**config.mk**
```make
export PLATFORM = sky130hd
export DESIGN_NAME = signmag_unit_top
export DESIGN_NICKNAME = d
export VERILOG_FILES = /design/src/signmag_pkg.sv /design/src/signmag_unit_top.sv /design/src/conv_apb_regs.sv /design/src/beat_counter.sv /design/src/burst_ctrl_fsm.sv /design/src/signmag_conv_axis.sv
export SDC_FILE = /design/constraint.sdc
export NUM_CORES = 1
export LEC_CHECK = 0
export BUFFER_PORTS_ARGS = -buffer_cell sky130_fd_sc_hd__buf_2
export CAP_MARGIN = 15
export CORE_MARGIN = 10
export CORE_UTILIZATION = 45
export DETAILED_ROUTE_END_ITERATION = 8
export PLACE_DENSITY_LB_ADDON = 0.3
export SLEW_MARGIN = 20
export SYNTH_ARGS = -nofsm -noshare
export SYNTH_HDL_FRONTEND = slang
export SYNTH_SLANG_ARGS = --single-unit
```
**constraint.sdc**
```tcl
create_clock -name clk -period 3.5 [get_ports clk]
set_clock_uncertainty 0.2 [all_clocks]
set_input_delay 0.175 -clock clk [delete_from_list [all_inputs] [get_ports clk]]
set_output_delay 0.175 -clock clk [all_outputs]
set_load 0.01 [all_outputs]
```
**src/signmag_pkg.sv**
```systemverilog
/* Sign-magnitude converter shared types
   Word views, APB request and response structs, register map */
`default_nettype none

package signmag_pkg;

    // Stream word width, fixed by the union layout below
    localparam int DATA_W = 16;

    // Sign-magnitude view of one stream word
    typedef struct packed {
        logic              sign;
        logic [DATA_W-2:0] mag;
    } sm_word_t;

    // Same word read as two's complement or as sign-magnitude
    typedef union packed {
        logic [DATA_W-1:0] tc;
        sm_word_t          sm;
    } conv_word_u;

    // APB requester side, one slave select
    typedef struct packed {
        logic        psel;
        logic        penable;
        logic        pwrite;
        logic [3:0]  paddr;
        logic [31:0] pwdata;
    } apb_req_t;

    // APB completer side
    typedef struct packed {
        logic [31:0] prdata;
        logic        pready;
        logic        pslverr;
    } apb_rsp_t;

    // Register map
    localparam logic [3:0] REG_CTRL   = 4'h0;
    localparam logic [3:0] REG_LEN    = 4'h4;
    localparam logic [3:0] REG_STATUS = 4'h8;
    localparam logic [3:0] REG_COUNT  = 4'hC;

    // CTRL and STATUS bit positions
    localparam int CTRL_START_BIT  = 0;
    localparam int CTRL_MODE_BIT   = 1;
    localparam int STATUS_BUSY_BIT = 0;
    localparam int STATUS_DONE_BIT = 1;

endpackage

`default_nettype wire
```
**src/signmag_unit_top.sv**
```systemverilog
/* Converter subsystem top level
   APB registers, burst FSM, beat counter and stream pipeline */
`default_nettype none

module signmag_unit_top #(
    parameter int CNT_W = 16
) (
    input  logic                    clk,
    input  logic                    rst_n,
    input  signmag_pkg::apb_req_t   apb_req,
    output signmag_pkg::apb_rsp_t   apb_rsp,
    input  signmag_pkg::conv_word_u s_tdata,
    input  logic                    s_tvalid,
    output logic                    s_tready,
    output signmag_pkg::conv_word_u m_tdata,
    output logic                    m_tvalid,
    input  logic                    m_tready
);

    logic             start_pulse;
    logic             mode;
    logic [CNT_W-1:0] burst_len;
    logic [CNT_W-1:0] count;
    logic             busy;
    logic             done_set;
    logic             last_beat;
    logic             accept_en;
    logic             count_clr;
    logic             pipe_empty;
    logic             beat;

    // Counted beats are exactly the input handshakes
    assign beat = s_tvalid && s_tready;

    conv_apb_regs #(.CNT_W(CNT_W)) regs_i (
        .clk         (clk),
        .rst_n       (rst_n),
        .apb_req     (apb_req),
        .apb_rsp     (apb_rsp),
        .busy        (busy),
        .done_set    (done_set),
        .count       (count),
        .start_pulse (start_pulse),
        .mode        (mode),
        .burst_len   (burst_len)
    );

    burst_ctrl_fsm fsm_i (
        .clk         (clk),
        .rst_n       (rst_n),
        .start_pulse (start_pulse),
        .last_beat   (last_beat),
        .pipe_empty  (pipe_empty),
        .accept_en   (accept_en),
        .count_clr   (count_clr),
        .busy        (busy),
        .done_set    (done_set)
    );

    beat_counter #(.CNT_W(CNT_W)) cnt_i (
        .clk       (clk),
        .rst_n     (rst_n),
        .clr       (count_clr),
        .beat      (beat),
        .burst_len (burst_len),
        .count     (count),
        .last_beat (last_beat)
    );

    signmag_conv_axis conv_i (
        .clk       (clk),
        .rst_n     (rst_n),
        .accept_en (accept_en),
        .mode      (mode),
        .s_tdata   (s_tdata),
        .s_tvalid  (s_tvalid),
        .s_tready  (s_tready),
        .m_tdata   (m_tdata),
        .m_tvalid  (m_tvalid),
        .m_tready  (m_tready),
        .empty     (pipe_empty)
    );

endmodule

`default_nettype wire

```
**src/conv_apb_regs.sv**
```systemverilog
/* APB register block for the converter
   Control, burst length, sticky status and beat count */
`default_nettype none

module conv_apb_regs #(
    parameter int CNT_W = 16
) (
    input  logic                  clk,
    input  logic                  rst_n,
    input  signmag_pkg::apb_req_t apb_req,
    output signmag_pkg::apb_rsp_t apb_rsp,
    input  logic                  busy,
    input  logic                  done_set,
    input  logic [CNT_W-1:0]      count,
    output logic                  start_pulse,
    output logic                  mode,
    output logic [CNT_W-1:0]      burst_len
);
    import signmag_pkg::*;

    logic        access;
    logic        addr_ok;
    logic        wr_en;
    logic        done_q;
    logic [31:0] rdata;

    assign access  = apb_req.psel && apb_req.penable;
    assign addr_ok = (apb_req.paddr == REG_CTRL) || (apb_req.paddr == REG_LEN) ||
                     (apb_req.paddr == REG_STATUS) || (apb_req.paddr == REG_COUNT);
    assign wr_en   = access && apb_req.pwrite && addr_ok;

    always_ff @(posedge clk or negedge rst_n) begin
        if (!rst_n) begin
            start_pulse <= 1'b0;
            mode        <= 1'b0;
            burst_len   <= '0;
            done_q      <= 1'b0;
        end else begin
            start_pulse <= wr_en && (apb_req.paddr == REG_CTRL) &&
                           apb_req.pwdata[CTRL_START_BIT] && !busy;
            // Mode and length hold for the whole burst
            if (wr_en && !busy) begin
                if (apb_req.paddr == REG_CTRL) begin
                    mode <= apb_req.pwdata[CTRL_MODE_BIT];
                end
                if (apb_req.paddr == REG_LEN) begin
                    burst_len <= apb_req.pwdata[CNT_W-1:0];
                end
            end
            // Set beats a same-cycle clear
            if (done_set) begin
                done_q <= 1'b1;
            end else if (wr_en && (apb_req.paddr == REG_STATUS) &&
                         apb_req.pwdata[STATUS_DONE_BIT]) begin
                done_q <= 1'b0;
            end
        end
    end

    always_comb begin
        rdata = '0;
        case (apb_req.paddr)
            REG_CTRL:   rdata[CTRL_MODE_BIT] = mode;
            REG_LEN:    rdata[CNT_W-1:0] = burst_len;
            REG_STATUS: begin
                rdata[STATUS_BUSY_BIT] = busy;
                rdata[STATUS_DONE_BIT] = done_q;
            end
            REG_COUNT:  rdata[CNT_W-1:0] = count;
            default:    rdata = '0;
        endcase
    end

    // Zero wait states, unmapped offsets answer with an error
    always_comb begin
        apb_rsp.pready  = 1'b1;
        apb_rsp.pslverr = access && !addr_ok;
        apb_rsp.prdata  = (access && !apb_req.pwrite) ? rdata : '0;
    end

endmodule

`default_nettype wire

```
**src/beat_counter.sv**
```systemverilog
/* Accepted-beat counter with end-of-burst compare */
`default_nettype none

module beat_counter #(
    parameter int CNT_W = 16
) (
    input  logic             clk,
    input  logic             rst_n,
    input  logic             clr,
    input  logic             beat,
    input  logic [CNT_W-1:0] burst_len,
    output logic [CNT_W-1:0] count,
    output logic             last_beat
);

    logic [CNT_W-1:0] count_inc;

    assign count_inc = count + 1'b1;

    // Zero length ends the burst before any beat
    assign last_beat = (burst_len == '0) || (beat && (count_inc == burst_len));

    always_ff @(posedge clk or negedge rst_n) begin
        if (!rst_n) begin
            count <= '0;
        end else if (clr) begin
            count <= '0;
        end else if (beat) begin
            count <= count_inc;
        end
    end

    a_count_bound: assert property (@(posedge clk) disable iff (!rst_n)
        beat && !clr |=> count <= burst_len)
        else $error("beat count ran past burst length");

endmodule

`default_nettype wire

```
**src/burst_ctrl_fsm.sv**
```systemverilog
/* Burst sequencer, idle to run to drain to done */
`default_nettype none

module burst_ctrl_fsm (
    input  logic clk,
    input  logic rst_n,
    input  logic start_pulse,
    input  logic last_beat,
    input  logic pipe_empty,
    output logic accept_en,
    output logic count_clr,
    output logic busy,
    output logic done_set
);

    typedef enum logic [1:0] {
        IDLE  = 2'd0,
        RUN   = 2'd1,
        DRAIN = 2'd2,
        DONE  = 2'd3
    } state_t;

    state_t state;
    state_t state_nxt;

    always_ff @(posedge clk or negedge rst_n) begin
        if (!rst_n) begin
            state <= IDLE;
        end else begin
            state <= state_nxt;
        end
    end

    always_comb begin
        state_nxt = state;
        case (state)
            // last_beat already high in IDLE means a zero-length burst
            IDLE:  if (start_pulse) state_nxt = last_beat ? DRAIN : RUN;
            RUN:   if (last_beat) state_nxt = DRAIN;
            DRAIN: if (pipe_empty) state_nxt = DONE;
            DONE:  state_nxt = IDLE;
            default: state_nxt = IDLE;
        endcase
    end

    assign accept_en = (state == RUN);
    assign count_clr = (state == IDLE) && start_pulse;
    assign busy      = (state != IDLE);
    assign done_set  = (state == DONE);

    a_accept_in_run: assert property (@(posedge clk) disable iff (!rst_n)
        $rose(accept_en) |-> $past(start_pulse))
        else $error("accept_en raised without a start pulse");

endmodule

`default_nettype wire

```
**src/signmag_conv_axis.sv**
```systemverilog
/* Three-stage two's complement / sign-magnitude converter
   AXI-Stream in and out, each stage stalls on its own */
`default_nettype none

module signmag_conv_axis (
    input  logic                    clk,
    input  logic                    rst_n,
    input  logic                    accept_en,
    input  logic                    mode,
    input  signmag_pkg::conv_word_u s_tdata,
    input  logic                    s_tvalid,
    output logic                    s_tready,
    output signmag_pkg::conv_word_u m_tdata,
    output logic                    m_tvalid,
    input  logic                    m_tready,
    output logic                    empty
);
    import signmag_pkg::*;

    conv_word_u        s1_data;
    logic              s1_mode;
    logic              s1_valid;
    conv_word_u        s2_data;
    logic              s2_valid;
    logic              s3_valid;
    conv_word_u        conv_word;
    logic [DATA_W-1:0] neg_tc;
    logic [DATA_W-1:0] neg_mag;
    logic              s1_load;
    logic              s2_load;
    logic              s3_load;

    // Load enables, back to front
    assign s3_load  = s2_valid && (!s3_valid || m_tready);
    assign s2_load  = s1_valid && (!s2_valid || s3_load);
    assign s_tready = accept_en && (!s1_valid || s2_load);
    assign s1_load  = s_tvalid && s_tready;

    assign m_tvalid = s3_valid;
    assign empty    = !s1_valid && !s2_valid && !s3_valid;

    always_ff @(posedge clk or negedge rst_n) begin
        if (!rst_n) begin
            s1_valid <= 1'b0;
            s2_valid <= 1'b0;
            s3_valid <= 1'b0;
        end else begin
            if (s1_load) begin
                s1_valid <= 1'b1;
            end else if (s2_load) begin
                s1_valid <= 1'b0;
            end
            if (s2_load) begin
                s2_valid <= 1'b1;
            end else if (s3_load) begin
                s2_valid <= 1'b0;
            end
            if (s3_load) begin
                s3_valid <= 1'b1;
            end else if (m_tready) begin
                s3_valid <= 1'b0;
            end
        end
    end

    // Mode travels with the word
    always_ff @(posedge clk) begin
        if (s1_load) begin
            s1_data <= s_tdata;
            s1_mode <= mode;
        end
        if (s2_load) begin
            s2_data <= conv_word;
        end
        if (s3_load) begin
            m_tdata <= s2_data;
        end
    end

    assign neg_tc  = -s1_data.tc;
    assign neg_mag = -{1'b0, s1_data.sm.mag};

    // Positive words pass unchanged in both modes
    always_comb begin
        conv_word = s1_data;
        if (s1_data.sm.sign) begin
            if (!s1_mode) begin
                if (s1_data.sm.mag == '0) begin
                    // -32768 has no magnitude, clamp to -7FFF
                    conv_word.tc = '1;
                end else begin
                    conv_word.sm.mag = neg_tc[DATA_W-2:0];
                end
            end else begin
                // Negative zero folds to plain zero
                if (s1_data.sm.mag == '0) begin
                    conv_word.tc = '0;
                end else begin
                    conv_word.tc = neg_mag;
                end
            end
        end
    end

    a_out_stable: assert property (@(posedge clk) disable iff (!rst_n)
        m_tvalid && !m_tready |=> m_tvalid && $stable(m_tdata))
        else $error("m_tdata changed while stalled");

    a_no_accept_off: assert property (@(posedge clk) disable iff (!rst_n)
        !accept_en && !s1_valid |=> !s1_valid)
        else $error("beat entered stage 1 with accept_en low");

endmodule

`default_nettype wire

```
== Word level (Yosys, flattened, before mapping) ==
Cells that the tools add are included.
Storage, ports and cells
  bits in registers: 89
  input port bits: 59
  output and inout bits: 52
  word-level logic and storage cells: 95
Operators by class
  add/subtract/negate cells: 3
  eq/ne operators: 10
  mux-type cells: 23
  reduce and logical (&&, ||, !) cells: 45
Operator list (count)
  16-bit two-way mux: 5
  15-bit two-way mux: 2
  14-bit one-hot mux with 2 select lines: 1
  1-bit logical AND: 19
  16-bit by 1-bit adder with 16-bit output, second input constant: 1
  16-bit == test: 1
  16-bit zero test: 1
  15-bit negation with 16-bit output: 1
  15-bit zero test: 1
  15-bit negation: 1
  2-bit nonzero test: 6
  4-bit == test, second input constant: 2
  1-bit two-way mux: 8
  2-bit two-way mux: 4
  2-bit one-hot mux with 4 select lines: 1
  1-bit logical OR: 7
  1-bit zero test: 6
  2-bit == test, second input constant: 2
  4-bit by 3-bit == test with 1-bit output, second input constant: 1
  4-bit zero test: 1
  2-bit inequality test, second input constant: 2
  1-bit one-hot mux with 4 select lines: 1
  2-bit AND reduction: 2
  1-bit one-hot mux with 3 select lines: 1
  other kinds (4): 4

== Depth between registers and ports, before layout ==
  depth after elaboration: 13
  gate-level depth with buffers: 10
  depth with buffers taken out: 10

== Hierarchy ==
Synthesis repeated with hierarchy kept, for this count alone.
Unflattened totals
  cells, all modules: 445
  area, all modules: 4951.0 um^2
By module, submodules not included
  signmag_conv_axis: times used 1, cells each 165, area an instance 2229.6 um^2, seq. area each 1546.5 um^2
  beat_counter: times used 1, cells each 152, area an instance 1307.5 um^2, seq. area each 400.4 um^2
  conv_apb_regs: times used 1, cells each 108, area an instance 1218.7 um^2, seq. area each 475.5 um^2
  burst_ctrl_fsm: times used 1, cells each 19, area an instance 188.9 um^2, seq. area each 50.0 um^2
  signmag_unit_top: times used 1, cells each 1, area an instance 6.3 um^2, seq. area each 0.0 um^2

== Worst setup path before layout ==
No wires, ideal clock.
  path kind: register to register
  start: reg fsm_i.state[1]
  end: reg fsm_i.state[1]
  library setup time: 0.080 ns
  arrival time: 2.651 ns
  required time: 3.220 ns
  path slack: 0.569 ns
  stages on the path, launching flop included: 11
  path buffers: 0
  clock period less this slack: 2.931 ns
  cells stage by stage: dfrtp_1 inv_1 ha_1 and2_1 nand2_1 clkinv_1 nand2_1 or4_4 o41ai_4 mux2_4 o211ai_2
On the way
  longest elaborated chain between the ends: 8
  elaborated cells on any way between the ends: 15
  those cells by class: 6 x eq/ne; 3 x mux; 6 x reduce/logical
Ends and longest elaborated chain
  start: declaration: line burst_ctrl_fsm.sv:23  | state_t state;
  start signal: assignment: line burst_ctrl_fsm.sv:30  | state <= state_nxt;
  2-bit by 1-bit == test with 1-bit output (*): line burst_ctrl_fsm.sv:46  | assign accept_en = (state == RUN);
  1-bit logical AND (*): line signmag_conv_axis.sv:36  | assign s_tready = accept_en && (!s1_valid || s2_load);
  via s_tready: line signmag_unit_top.sv:14  | output logic s_tready,
  1-bit logical AND (*): line signmag_unit_top.sv:33  | assign beat = s_tvalid && s_tready;
  via beat: line signmag_unit_top.sv:30  | logic beat;
  1-bit logical AND (*): line beat_counter.sv:21  | assign last_beat = (burst_len == '0) || (beat && (count_inc == burst_len));
  1-bit logical OR (*): line beat_counter.sv:21
  2-bit two-way mux (2 in a row): line burst_ctrl_fsm.sv:38  | IDLE: if (start_pulse) state_nxt = last_beat ? DRAIN : RUN;
  2-bit one-hot mux with 4 select lines: line burst_ctrl_fsm.sv:36  | case (state)
Mark *: on every way through the listed nets, which the timed path passes. The rest lies on a longest branch. The select of a mux whose other input is x is not followed.
A chain may end at the register's enable or synchronous reset.

== Worst setup path after layout ==
  start: reg cnt_i.count[0]
  end: reg fsm_i.state[1]
On the way
  longest elaborated chain between the ends: 7
  elaborated cells on any way between the ends: 9
  those cells by class: 1 x add/sub; 2 x eq/ne; 3 x mux; 3 x reduce/logical
Ends and longest elaborated chain
  start: declaration: line beat_counter.sv:12  | output logic [CNT_W-1:0] count,
  start signal: assignment: line beat_counter.sv:29  | count <= count_inc;
  16-bit by 1-bit adder with 16-bit output (*): line beat_counter.sv:18  | assign count_inc = count + 1'b1;
  16-bit == test (*): line beat_counter.sv:21
  1-bit logical AND (*): line beat_counter.sv:21
  1-bit logical OR (*): line beat_counter.sv:21
  2-bit two-way mux (2 in a row): line burst_ctrl_fsm.sv:38
  2-bit one-hot mux with 4 select lines: line burst_ctrl_fsm.sv:36
Mark *: on every way between the ends. The rest lies on a longest branch, timed or not. The select of a mux whose other input is x is not followed.

==> out/qor.txt <==
Post-cts resize count -> 0
H-tree depth -> 3
Clk sink count -> 89
Worst-skew pair later-pin latency -> 0.36 ns
Clock tree buffer depth -> 2
GP Congestion -> 0.8822
Ys flop type -> edfxtp_1
FF-to-FF path depth -> 9
Fmax -> 324.7 MHz
CTS tree -> built
Global-route wire length before repair -> 17.39 mm
Worst-path clk slew -> 0.09 ns
Seq/Total Area, Yosys -> 0.5205
Cell Rows -> 37
Netlist cell types -> 60
Area Growth Syn to Fin -> 20.57%
Slew Viols, Final -> 0
Crit path kind -> flip-flop to flip-flop
Lkg Pwr -> 2.411 nW
Ports -> 111
Reg2reg start -> cnt_i.count[0]
Antenna Violating Nets Remaining -> 0
CP Capture Type -> flip-flop
Core area -> 10320 µm²
Power per cell area -> 439.1 nW/µm²
Beginning of the critical path -> cnt_i.count[0]
Fin. Hold Viols -> 0
Max-cap violation count -> 0
Leading area contributor after synthesis -> edfxtp_1
Reg2reg end -> fsm_i.state[1]
Count leader, synth -> nor2_1
FF+latch count, synth -> 89
DRC Markers -> 0
Top post-synthesis cells by count -> nor2_1, edfxtp_1, nand2_1, dfrtp_1, a21oi_1
Die W -> 122.7 µm
CP arrival -> 3.17 ns
GRT Resource Usage Total -> 0.1433
Average cell area after synthesis -> 10.33 µm²
Final nets -> 633
Synth Cell Area -> 4750 µm²
Drt pass-1 iters -> 5
WP data required -> 3.59 ns
Slew @ Worst Pin -> 0.9012 ns
RSZ-0062 raised after global routing -> false
Vias in the first global route -> 3648
Slew headroom -> 0.3992
Number of synthesized flops with an enable pin -> 49
Die height -> 122.7 µm
Placed instance area -> 5209 µm²
Hold Path Class -> primary input to flip-flop
Starting DRT DRC Count -> 171
Min-Delay Endpoint -> conv_i.s1_valid
Max rail drop VDD -> 0.2249 mV
Design Power -> 0.002514 W
DIE AREA -> 15060 µm²
Crit path max fanout -> 6
Yosys warns -> 0
Grt total ovfl -> 0
Endpoints failing setup -> 0
Routed WL -> 10.57 mm
Area contributors post-synth -> edfxtp_1, dfrtp_1, nor2_1
Kind of start point of the critical path -> flip-flop
Setup TNS -> 0 ns
Hold wc startpoint -> s_tvalid
Final instance area -> 5727 µm²
Synth async-reset ratio -> 0.4494
Largest net degree at the start of global routing -> 41
Cell count after synthesis -> 460
WHS Path Cells -> 4
Avg WL per Cell -> 14.89 µm
Via/cell ratio -> 5.097
TritonCTS buffer count -> 9
Vias post-DR -> 3619
Status -> finished clean
Detailed Place HPWL -> 7.773 mm
Initial Util -> 0.4601
Minimum clock period -> 3.080 ns
Root Driver -> clkbuf_8
Proportion of layout cells with a drive suffix above 1 -> 0.2304
Post-synth top area share -> 0.3098
Initial antenna violation count -> 0
FF-to-FF setup slack -> 0.42 ns
Period utilization -> 0.8801
Buffers on Ports -> 77
worst max-delay path, stage by stage (launching register included):
cell and delay, ns:
dfrtp_1 0.46, ha_1 0.31, nand2_1 0.15, nor2_2 0.20, nand4_1 0.14, xnor2_1 0.17, or4_4 0.53, o41ai_4 0.45
mux2_4 0.34, o211ai_2 0.05
final cells by class:
class,count,area (µm²)
multi-input cells,334,2076
clock buffers,11,131.4
flip-flops and latches,89,2472
fillers,922,4597
clock inverters,5,33.78
inverters,16,60.06
well taps,136,170.2
diodes,1,2.502
repair buffers,118,780.7
cells by family (layout without fill, tap and decap cells):
group,count (synthesis),count (layout),synth area share
multiplexers,18,18,0.04347
adder cells (fa/ha/maj),6,6,0.01581
other,2,18,0.001581
AO/OA/AOI/OAI,84,84,0.1156
buffers and inverters,52,150,0.05558
AND/OR/NAND/NOR,175,175,0.1847
flip-flops,89,89,0.5205
XOR/XNOR,34,34,0.06270
state kept, by name (all words and copies together), names as in the netlist, 2 cells and up:
signal	flops
cnt_i.count	16
regs_i.burst_len	16
conv_i.s2_data	16
conv_i.s1_data	16
conv_i.m_tdata	16
fsm_i.state	2
per-stage QoR:
| stage | hold slack (ns) | utilization | setup WS [ns] | instances |
|---|---|---|---|---|
| finish | 0.02808 | 0.5547 | 0.4198 | 710 |
| global route | 0.03951 | 0.5545 | 0.2837 | 709 |
| CTS | 0.01007 | 0.5545 | 0.4462 | 709 |
| detailed placement | 0.1523 | 0.5045 | 0.4663 | 658 |
| global placement | 0.1377 | 0.5045 | 0.5075 | 658 |
| floorplan | -0.3206 | - | 0.5685 | 475 |
routing by layer:
layer  wire length [µm]  share of wire  GRT usage
met1               4532           0.43     0.1706
met2               5184           0.49     0.2380
met3                759          0.072    0.04500
met4                 91         0.0086    0.05376
met5                  0              0          0
timing repair:
action / CTS / global route
hold buffers: 35 / 0
buffers inserted: 0 / 0
endpoints found under the hold margin: 78 / 0
layout by cell type (no fill, tap or decap), types with 3 or more instances in the layout:
cell / Yosys / routed
a21oi_1: 28 / 28
a22oi_1: 15 / 15
a31oi_1: 5 / 5
and2_1: 5 / 5
buf_2: 3 / 77
buf_4: 17 / 6
clkbuf_8: 0 / 9
conb_1: 2 / 17
dfrtp_1: 40 / 40
dlygate4sd3_1: 0 / 35
edfxtp_1: 49 / 49
ha_1: 6 / 6
inv_1: 15 / 15
mux2_2: 17 / 17
nand2_1: 48 / 48
nand2b_1: 5 / 5
nand3_1: 10 / 10
nand4_1: 11 / 11
nor2_1: 52 / 52
nor2b_1: 3 / 3
nor3_1: 9 / 9
nor4_1: 7 / 7
o211ai_1: 4 / 4
o21ai_0: 15 / 15
or3_1: 5 / 5
xnor2_1: 18 / 18
xor2_1: 16 / 16
worst max-delay path by stage:
stage / end / slack, ns / cells after the start
2_1_floorplan: fsm_i.state[1] / 0.57 / 10
3_3_place_gp: fsm_i.state[1] / 0.51 / 9
3_5_place_dp: fsm_i.state[1] / 0.47 / 9
4_1_cts: fsm_i.state[1] / 0.45 / 9
5_1_grt: conv_i.s2_data[1] / 0.28 / 11
6_report: fsm_i.state[1] / 0.42 / 9
report_power, final:
part           internal [W]  leakage, nW  switching (W)  total (W)
combinational      0.000255         1.34       0.000312   0.000567
clock              0.000257       0.0793       0.000355   0.000612
sequential          0.00124        0.988       0.000100    0.00134
Power figures use the tool's default switching activity.
